--- config.mk ---
export PLATFORM = sky130hd
export DESIGN_NAME = lsu_iq
export DESIGN_NICKNAME = d
export VERILOG_FILES = /design/src/hw/lsu_iq_pkg.sv /design/src/hw/lsu_iq.sv /design/src/hw/lsu_iq_issue.sv /design/src/hw/iq_entry.sv /design/src/hw/lsu_iq_alloc.sv
export VERILOG_INCLUDE_DIRS = /design/src /design/src/hw
export SDC_FILE = /design/constraint.sdc
export NUM_CORES = 2
export LEC_CHECK = 0
export ABC_AREA = 1
export BUFFER_PORTS_ARGS = -buffer_cell sky130_fd_sc_hd__buf_4
export CELL_PAD_IN_SITES_DETAIL_PLACEMENT = 1
export CELL_PAD_IN_SITES_GLOBAL_PLACEMENT = 1
export CORE_ASPECT_RATIO = 0.5
export CORE_MARGIN = 5
export CORE_UTILIZATION = 49
export DETAILED_ROUTE_END_ITERATION = 16
export PLACE_DENSITY = 0.89
export SYNTH_ARGS = -nofsm -noshare
export SYNTH_HDL_FRONTEND = slang
export SYNTH_SLANG_ARGS = --single-unit
--- constraint.sdc ---
create_clock -name clk -period 19.6 [get_ports clk]
set_clock_uncertainty 0.1 [all_clocks]
set_input_delay 2.94 -clock clk [delete_from_list [all_inputs] [get_ports clk]]
set_output_delay 2.94 -clock clk [all_outputs]
set_load 0.03 [all_outputs]
--- src/hw/lsu_iq_consts.svh ---
`ifndef LSU_IQ_CONSTS_SVH
`define LSU_IQ_CONSTS_SVH

// queue geometry, depth must stay a power of two
`define LSU_IQ_SIZE     8
`define LSU_IQ_PTR_W    3

// datapath widths
`define LSU_WORD_W      32
`define LSU_ROB_ID_W    6

// number of result broadcast ports on the CDB
`define LSU_CDB_COUNT   2

`endif
--- src/hw/lsu_iq_pkg.sv ---
`include "lsu_iq_consts.svh"

package lsu_iq_pkg;

    // data or address word
    typedef logic [`LSU_WORD_W-1:0] word_t;

    // reorder buffer tag
    typedef logic [`LSU_ROB_ID_W-1:0] rob_id_t;

    typedef enum logic {
        MEM_LOAD,
        MEM_STORE
    } mem_op_e;

    typedef enum logic [1:0] {
        SIZE_BYTE,
        SIZE_HALF,
        SIZE_WORD
    } mem_size_e;

    // free -> wait -> ready -> free
    typedef enum logic [1:0] {
        ENTRY_FREE,
        ENTRY_WAIT,
        ENTRY_READY
    } entry_state_e;

    // store strobe or load read mask, one bit per byte lane
    typedef logic [3:0] byte_mask_t;

endpackage

--- src/hw/lsu_iq.sv ---
`include "lsu_iq_consts.svh"

module lsu_iq
    import lsu_iq_pkg::*;
(
    input  logic                      clk,
    input  logic                      arst_n_i,
    input  logic                      flush_i,
    // dispatch, source 0 is store data and source 1 the address
    input  logic [1:0]                disp_valid_i,
    input  mem_op_e                   disp_op_i     [2],
    input  mem_size_e                 disp_size_i   [2],
    input  word_t                     disp_imm_i    [2],
    input  rob_id_t                   disp_rob_id_i [2],
    input  word_t                     src_data_i    [2][2],
    input  rob_id_t                   src_tag_i     [2][2],
    input  logic                      src_rdy_i     [2][2],
    output logic                      disp_ready_o,
    // CDB
    input  logic [`LSU_CDB_COUNT-1:0] cdb_valid_i,
    input  rob_id_t                   cdb_tag_i     [`LSU_CDB_COUNT],
    input  word_t                     cdb_data_i    [`LSU_CDB_COUNT],
    // cache request
    output logic                      req_valid_o,
    input  logic                      req_ready_i,
    output mem_op_e                   req_op_o,
    output mem_size_e                 req_size_o,
    output word_t                     req_vaddr_o,
    output word_t                     req_wdata_o,
    output byte_mask_t                req_strb_o,
    output byte_mask_t                req_rmask_o,
    output rob_id_t                   req_rob_id_o
);

    logic         entry_init    [`LSU_IQ_SIZE];
    logic         entry_slot    [`LSU_IQ_SIZE];
    logic         entry_release [`LSU_IQ_SIZE];
    logic         issue_fire;
    entry_state_e entry_state   [`LSU_IQ_SIZE];
    mem_op_e      entry_op      [`LSU_IQ_SIZE];
    mem_size_e    entry_size    [`LSU_IQ_SIZE];
    word_t        entry_imm     [`LSU_IQ_SIZE];
    rob_id_t      entry_rob_id  [`LSU_IQ_SIZE];
    word_t        entry_data    [`LSU_IQ_SIZE][2];

    // --------------------
    // tail side
    lsu_iq_alloc lsu_iq_alloc_inst (
        .clk          (clk),
        .arst_n_i     (arst_n_i),
        .flush_i      (flush_i),
        .disp_valid_i (disp_valid_i),
        .issue_fire_i (issue_fire),
        .disp_ready_o (disp_ready_o),
        .entry_init_o (entry_init),
        .entry_slot_o (entry_slot)
    );

    // --------------------
    // entry ring
    for (genvar i = 0; i < `LSU_IQ_SIZE; i++) begin : gen_entry
        iq_entry iq_entry_inst (
            .clk           (clk),
            .arst_n_i      (arst_n_i),
            .flush_i       (flush_i),
            .init_i        (entry_init[i]),
            .slot_i        (entry_slot[i]),
            .release_i     (entry_release[i]),
            .disp_op_i     (disp_op_i),
            .disp_size_i   (disp_size_i),
            .disp_imm_i    (disp_imm_i),
            .disp_rob_id_i (disp_rob_id_i),
            .src_data_i    (src_data_i),
            .src_tag_i     (src_tag_i),
            .src_rdy_i     (src_rdy_i),
            .cdb_valid_i   (cdb_valid_i),
            .cdb_tag_i     (cdb_tag_i),
            .cdb_data_i    (cdb_data_i),
            .state_o       (entry_state[i]),
            .op_o          (entry_op[i]),
            .size_o        (entry_size[i]),
            .imm_o         (entry_imm[i]),
            .rob_id_o      (entry_rob_id[i]),
            .data_o        (entry_data[i])
        );
    end

    // --------------------
    // head side and request
    lsu_iq_issue lsu_iq_issue_inst (
        .clk             (clk),
        .arst_n_i        (arst_n_i),
        .flush_i         (flush_i),
        .req_ready_i     (req_ready_i),
        .entry_state_i   (entry_state),
        .entry_op_i      (entry_op),
        .entry_size_i    (entry_size),
        .entry_imm_i     (entry_imm),
        .entry_rob_id_i  (entry_rob_id),
        .entry_data_i    (entry_data),
        .entry_release_o (entry_release),
        .issue_fire_o    (issue_fire),
        .req_valid_o     (req_valid_o),
        .req_op_o        (req_op_o),
        .req_size_o      (req_size_o),
        .req_vaddr_o     (req_vaddr_o),
        .req_wdata_o     (req_wdata_o),
        .req_strb_o      (req_strb_o),
        .req_rmask_o     (req_rmask_o),
        .req_rob_id_o    (req_rob_id_o)
    );

endmodule

--- src/hw/lsu_iq_issue.sv ---
`include "lsu_iq_consts.svh"

module lsu_iq_issue
    import lsu_iq_pkg::*;
(
    input  logic         clk,
    input  logic         arst_n_i,
    input  logic         flush_i,
    input  logic         req_ready_i,
    input  entry_state_e entry_state_i  [`LSU_IQ_SIZE],
    input  mem_op_e      entry_op_i     [`LSU_IQ_SIZE],
    input  mem_size_e    entry_size_i   [`LSU_IQ_SIZE],
    input  word_t        entry_imm_i    [`LSU_IQ_SIZE],
    input  rob_id_t      entry_rob_id_i [`LSU_IQ_SIZE],
    input  word_t        entry_data_i   [`LSU_IQ_SIZE][2],
    output logic         entry_release_o [`LSU_IQ_SIZE],
    output logic         issue_fire_o,
    output logic         req_valid_o,
    output mem_op_e      req_op_o,
    output mem_size_e    req_size_o,
    output word_t        req_vaddr_o,
    output word_t        req_wdata_o,
    output byte_mask_t   req_strb_o,
    output byte_mask_t   req_rmask_o,
    output rob_id_t      req_rob_id_o
);

    logic [`LSU_IQ_PTR_W-1:0] head_q;
    logic                     head_ready;
    logic                     reg_free;
    logic                     fire;
    word_t                    head_vaddr;
    byte_mask_t               size_mask;

    // --------------------
    // in order select at the head

    // only the oldest entry may leave, a younger ready one waits behind it
    assign head_ready = (entry_state_i[head_q] == ENTRY_READY);
    assign reg_free   = !req_valid_o || req_ready_i;
    assign fire       = head_ready && reg_free && !flush_i;

    // operand 1 is the base address
    assign head_vaddr = entry_data_i[head_q][1] + entry_imm_i[head_q];

    assign issue_fire_o = fire;

    always_comb begin
        for (int i = 0; i < `LSU_IQ_SIZE; i++) begin
            entry_release_o[i] = fire && (head_q == i[`LSU_IQ_PTR_W-1:0]);
        end
    end

    always_ff @(posedge clk or negedge arst_n_i) begin
        if (!arst_n_i) begin
            head_q <= '0;
        end else if (flush_i) begin
            head_q <= '0;
        end else if (fire) begin
            head_q <= head_q + 1'b1;
        end
    end

    // --------------------
    // issue register
    always_ff @(posedge clk or negedge arst_n_i) begin
        if (!arst_n_i) begin
            req_valid_o <= 1'b0;
        end else if (flush_i) begin
            // held request is dropped too
            req_valid_o <= 1'b0;
        end else if (reg_free) begin
            req_valid_o <= head_ready;
        end
    end

    always_ff @(posedge clk) begin
        if (fire) begin
            req_op_o     <= entry_op_i[head_q];
            req_size_o   <= entry_size_i[head_q];
            req_rob_id_o <= entry_rob_id_i[head_q];
            req_wdata_o  <= entry_data_i[head_q][0];
            req_vaddr_o  <= head_vaddr;
        end
    end

    // --------------------
    // byte lanes from size and low address bits
    always_comb begin
        case (req_size_o)
            SIZE_BYTE: size_mask = 4'b0001 << req_vaddr_o[1:0];
            SIZE_HALF: size_mask = 4'b0011 << {req_vaddr_o[1], 1'b0};
            default:   size_mask = 4'b1111;
        endcase
    end

    // stores drive the strobe, loads the read mask
    assign req_strb_o  = (req_op_o == MEM_STORE) ? size_mask : 4'b0000;
    assign req_rmask_o = (req_op_o == MEM_LOAD) ? size_mask : 4'b0000;

endmodule

--- src/hw/iq_entry.sv ---
`include "lsu_iq_consts.svh"

module iq_entry
    import lsu_iq_pkg::*;
(
    input  logic                      clk,
    input  logic                      arst_n_i,
    input  logic                      flush_i,
    input  logic                      init_i,
    input  logic                      slot_i,
    input  logic                      release_i,
    input  mem_op_e                   disp_op_i     [2],
    input  mem_size_e                 disp_size_i   [2],
    input  word_t                     disp_imm_i    [2],
    input  rob_id_t                   disp_rob_id_i [2],
    input  word_t                     src_data_i    [2][2],
    input  rob_id_t                   src_tag_i     [2][2],
    input  logic                      src_rdy_i     [2][2],
    input  logic [`LSU_CDB_COUNT-1:0] cdb_valid_i,
    input  rob_id_t                   cdb_tag_i     [`LSU_CDB_COUNT],
    input  word_t                     cdb_data_i    [`LSU_CDB_COUNT],
    output entry_state_e              state_o,
    output mem_op_e                   op_o,
    output mem_size_e                 size_o,
    output word_t                     imm_o,
    output rob_id_t                   rob_id_o,
    output word_t                     data_o        [2]
);

    entry_state_e state_q;
    entry_state_e state_d;
    word_t        data_q [2];
    word_t        data_d [2];
    rob_id_t      tag_q  [2];
    rob_id_t      tag_d  [2];
    logic [1:0]   rdy_q;
    logic [1:0]   rdy_d;

    // --------------------
    // operand capture and CDB snoop

    // on init the candidate comes from the dispatch slot, so a CDB hit in the
    // same cycle is folded in as well
    always_comb begin
        for (int s = 0; s < 2; s++) begin
            if (init_i) begin
                data_d[s] = src_data_i[slot_i][s];
                tag_d[s]  = src_tag_i[slot_i][s];
                rdy_d[s]  = src_rdy_i[slot_i][s];
            end else begin
                data_d[s] = data_q[s];
                tag_d[s]  = tag_q[s];
                rdy_d[s]  = rdy_q[s];
            end
            for (int c = 0; c < `LSU_CDB_COUNT; c++) begin
                if (!rdy_d[s] && cdb_valid_i[c] && (cdb_tag_i[c] == tag_d[s])) begin
                    data_d[s] = cdb_data_i[c];
                    rdy_d[s]  = 1'b1;
                end
            end
        end
    end

    // --------------------
    // entry FSM
    always_comb begin
        state_d = state_q;
        case (state_q)
            ENTRY_FREE: begin
                if (init_i) begin
                    state_d = (&rdy_d) ? ENTRY_READY : ENTRY_WAIT;
                end
            end
            ENTRY_WAIT: begin
                if (&rdy_d) begin
                    state_d = ENTRY_READY;
                end
            end
            ENTRY_READY: begin
                if (release_i) begin
                    state_d = ENTRY_FREE;
                end
            end
            default: state_d = ENTRY_FREE;
        endcase
    end

    always_ff @(posedge clk or negedge arst_n_i) begin
        if (!arst_n_i) begin
            state_q <= ENTRY_FREE;
            rdy_q   <= '0;
        end else if (flush_i) begin
            state_q <= ENTRY_FREE;
            rdy_q   <= '0;
        end else begin
            state_q <= state_d;
            rdy_q   <= rdy_d;
        end
    end

    // payload
    always_ff @(posedge clk) begin
        data_q <= data_d;
        tag_q  <= tag_d;
        if (init_i) begin
            op_o     <= disp_op_i[slot_i];
            size_o   <= disp_size_i[slot_i];
            imm_o    <= disp_imm_i[slot_i];
            rob_id_o <= disp_rob_id_i[slot_i];
        end
    end

    assign state_o = state_q;
    assign data_o  = data_q;

endmodule

--- src/hw/lsu_iq_alloc.sv ---
`include "lsu_iq_consts.svh"

module lsu_iq_alloc (
    input  logic       clk,
    input  logic       arst_n_i,
    input  logic       flush_i,
    input  logic [1:0] disp_valid_i,
    input  logic       issue_fire_i,
    output logic       disp_ready_o,
    output logic       entry_init_o [`LSU_IQ_SIZE],
    output logic       entry_slot_o [`LSU_IQ_SIZE]
);

    // free count has to reach LSU_IQ_SIZE itself
    localparam int CNT_W = `LSU_IQ_PTR_W + 1;

    logic [`LSU_IQ_PTR_W-1:0] tail_q;
    logic [`LSU_IQ_PTR_W-1:0] tail_p1;
    logic [`LSU_IQ_PTR_W-1:0] tail_d;
    logic [CNT_W-1:0]         free_cnt_q;
    logic [CNT_W-1:0]         free_cnt_d;
    logic [1:0]               accept;
    logic [1:0]               n_acc;

    // --------------------
    // accepted dispatch slots

    // slots count only while ready is advertised and no flush is pending
    assign accept = flush_i ? 2'b00 : (disp_valid_i & {2{disp_ready_o}});
    assign n_acc  = {1'b0, accept[0]} + {1'b0, accept[1]};

    assign tail_p1 = tail_q + 1'b1;
    assign tail_d  = tail_q + n_acc;

    // one slot leaves per issue
    assign free_cnt_d = free_cnt_q - CNT_W'(n_acc) + CNT_W'(issue_fire_i);

    // --------------------
    // per entry write strobes with slot compaction
    always_comb begin
        for (int i = 0; i < `LSU_IQ_SIZE; i++) begin
            entry_init_o[i] = ((tail_q == i[`LSU_IQ_PTR_W-1:0]) && (|accept))
                           || ((tail_p1 == i[`LSU_IQ_PTR_W-1:0]) && (&accept));
            // tail takes slot 1 only when slot 0 is idle
            if (tail_q == i[`LSU_IQ_PTR_W-1:0]) begin
                entry_slot_o[i] = !accept[0];
            end else begin
                entry_slot_o[i] = 1'b1;
            end
        end
    end

    // --------------------
    // pointer, count and ready level
    always_ff @(posedge clk or negedge arst_n_i) begin
        if (!arst_n_i) begin
            tail_q       <= '0;
            free_cnt_q   <= CNT_W'(`LSU_IQ_SIZE);
            disp_ready_o <= 1'b1;
        end else if (flush_i) begin
            tail_q       <= '0;
            free_cnt_q   <= CNT_W'(`LSU_IQ_SIZE);
            disp_ready_o <= 1'b1;
        end else begin
            tail_q       <= tail_d;
            free_cnt_q   <= free_cnt_d;
            // room for a full dispatch pair next cycle
            disp_ready_o <= (free_cnt_d >= CNT_W'(2));
        end
    end

endmodule

==> metrics.yaml <==
status: "complete, no violations"
grt_start_max_net_pins: 213
die_h_um: 276
drv_slew: 0
root_buffer: "clkbuf_16"
cts_sinks: 1053
p_leak_nw: 34.3
syn-cell-area_um2: 69500
yosysTopAreaCellShare_pct: 39.4
clock_latency_ps: 760
ant_nets: 0
die_area_um2: 150000
drive_gt1_share_pct: 8.35
grt_pass1_wl_mm: 473
cts_resized: 0
io_pins: 405
ir_worst_vdd_mv: 0.0773
setup_ws_ps: 10720
synthCells: 9867
drt_iter0_drc: 9901
fmax_ghz: 0.113
gr-usage-all-layers_pct: 41.3
worst_pin_slew_ps: 1260
finalSetupTns_ps: 0
cts_buffer_depth: 3
crit_required_ps: 19600
pre_cts_ws_ps: 10270
crit_type: "in -> reg"
initial_core_util_pct: 49.5
synth_cell_types: 49
ys_warn_count: 0
yosysSeqAreaShare_pct: 43.8
portBuffers: 404
cts_tree: "yes"
crit_path_end_kind: "register"
die_w_um: 543
synth_most_common_cell: "nand2_1"
vias: 76400
cp-start-kind: "input port"
hold_violations: 0
netlist_top_cells_count: "3288 x nand2_1, 1684 x o21ai_0, 913 x edfxtp_1"
drcViolationCount: 0
rsz0062_at_grt: "no"
h-tree-depth: 3
numCtsBuffers: 103
clk_pin_slew_ps: 70
wl_per_cell_um: 28.0
setup_violations: 0
synth-async-reset-ratio_pct: 4.18
syn_nets: 10200
synth_area_leaders: "edfxtp_1 39%, nand2_1 18%, o21ai_0 12%, nand3_1 6.4%, nor2_1 4.7%"
antenna_found_initial: 30
cap_violations: 0
drtPass1Iterations: 6
hpwlAfterDp_mm: 202
via_per_inst: 6.62
synth_seq_cells: 1053
rows: 97
core_region_area_um2: 140000
hold_path_class: "reg -> reg"
period_share_pct: 45.3
synth_top_flop_cell: "edfxtp_1"
p_per_area_nw_per_um2: 102
syn2layout_area_growth_pct: 8.97
synth_edf_count: 913
synth.avg_cell_area_um2: 7.05
worstPathMaxFanout: 44
critPathArrivalTime_ps: 8880
grt-ovfl-total: 0
place_congestion: 0.983
nets: 9929
grt_pass1_vias: 76400
wirelength_mm: 323
synth_area_leader_cell: "edfxtp_1"
cts_hold_buf: 0
post_cts_buffers: 0
min_period_ps: 8880
relSlewSlack_pct: 16.1
-- path summary, 6_finish.rpt --
path / start / endpoint / slack [ps] / depth (start not counted)
worst max-delay path: flush_i / gen_entry[2].iq_entry_inst.data_o[19]$_DFFE_PP_ / 10720 / 16
worst min-delay path: gen_entry[4].iq_entry_inst.tag_q[3]$_DFF_P_ / gen_entry[4].iq_entry_inst.tag_q[3]$_DFF_P_ / 420 / 2
worst max register to register: lsu_iq_alloc_inst.disp_ready_o$_DFF_PN1_ / gen_entry[6].iq_entry_inst.data_o[46]$_DFFE_PP_ / 12680 / 15
worst min register to register: gen_entry[4].iq_entry_inst.tag_q[3]$_DFF_P_ / gen_entry[4].iq_entry_inst.tag_q[3]$_DFF_P_ / 420 / 2
max in group asynchronous: arst_n_i / lsu_iq_issue_inst.head_q[1]$_DFFE_PN0P_ / 16830 / 1
min in group asynchronous: arst_n_i / lsu_iq_alloc_inst.free_cnt_q[1]$_DFF_PN0_ / 2110 / 1
-- routing by layer --
layer	up-vias	wire length (µm)	global-route usage, %
li1	32600	-	-
met1	36800	117000	51.0
met2	5421	140000	63.2
met3	1558	41300	11.8
met4	30	24800	27.1
met5	-	254	0.222
-- stage by stage --
step                utilization (%)  cell area [µm²]  power, mW  hold slack [ps]  cells
finish                         54.0            75800       7.72              419  11500
global route                   53.9            75700       8.00              466  11500
CTS                            53.9            75700       7.62              422  11500
detailed placement             51.5            72300       5.51              405  11300
global placement               51.5            72300       5.40              396  11300
floorplan                         -            69500       4.54              370   9867
-- sequential cells by signal, summed over array words and instances (netlist names), 2 cells and up --
signal	count
gen_entry.iq_entry_inst.data_o	512
gen_entry.iq_entry_inst.imm_o	256
gen_entry.iq_entry_inst.op_o	8
gen_entry.iq_entry_inst.rdy_q	16
gen_entry.iq_entry_inst.rob_id_o	48
gen_entry.iq_entry_inst.size_o	16
gen_entry.iq_entry_inst.state_o	16
gen_entry.iq_entry_inst.tag_q	96
lsu_iq_alloc_inst.free_cnt_q	4
lsu_iq_alloc_inst.tail_q	3
lsu_iq_issue_inst.head_q	3
lsu_iq_issue_inst.req_rob_id_o	6
lsu_iq_issue_inst.req_size_o	2
lsu_iq_issue_inst.req_vaddr_o	32
lsu_iq_issue_inst.req_wdata_o	32
-- placed cells by master (no fill, tap or decap), types with 4 or more instances in the layout --
cell type	count
a21o_1	9
a21oi_1	48
a31oi_1	109
and2_1	11
buf_12	4
buf_4	525
bufinv_16	11
clkbuf_1	16
clkbuf_16	103
clkinv_1	18
clkinv_16	4
clkinv_2	23
clkinvlp_4	7
dfrtp_1	40
dfxtp_1	96
diode_2	18
edfxtp_1	913
ha_1	47
inv_1	318
inv_2	16
nand2_1	3277
nand2_4	15
nand3_1	853
nand3_2	36
nand3_4	5
nand4_1	232
nor2_1	866
nor2_2	9
nor2_4	9
nor3_1	20
o211ai_1	12
o21ai_0	1684
o21ai_1	106
o22ai_1	110
or2_2	14
xnor2_1	10
xor2_1	22
-- final cells by class --
type                       count  area, µm²
timing repair buffer         529       4020
tap                         1881       2350
inverter                     341       1310
clock buffer                 122       2680
fill                       17900      64700
sequential                  1053      30400
clock inverter                65        741
antenna                       18       45.0
multi-input combinational   7530      34200
-- power by group --
group	leakage (nW)	switching (mW)	internal, mW
clock	1.66	1.01	1.13
combinational	23.0	1.95	0.713
sequential	9.70	0.0970	2.82
total	34.3	3.06	4.66
-- critical path: stages --
cell     delay (ps)
buf_4           190
inv_2           410
nand3_2         340
ha_1            300
inv_1           230
nand3_1         170
nand2_4         270
buf_4           750
nand3_1         170
nand2_1         110
buf_4           500
nand3_1         150
nor2_1          210
nand3_4         150
nand3_2         720
nand3_2        1190
-- cells by family after synthesis --
group / share of synthesized area, %
xor+xnor: 0.403
flops: 43.8
simple gates: 31.7
mux: 0.0144
buf+inv: 7.60
compound gates: 15.6
fa+ha+maj: 0.903
No activity file was read; power rests on OpenSTA's default activity.
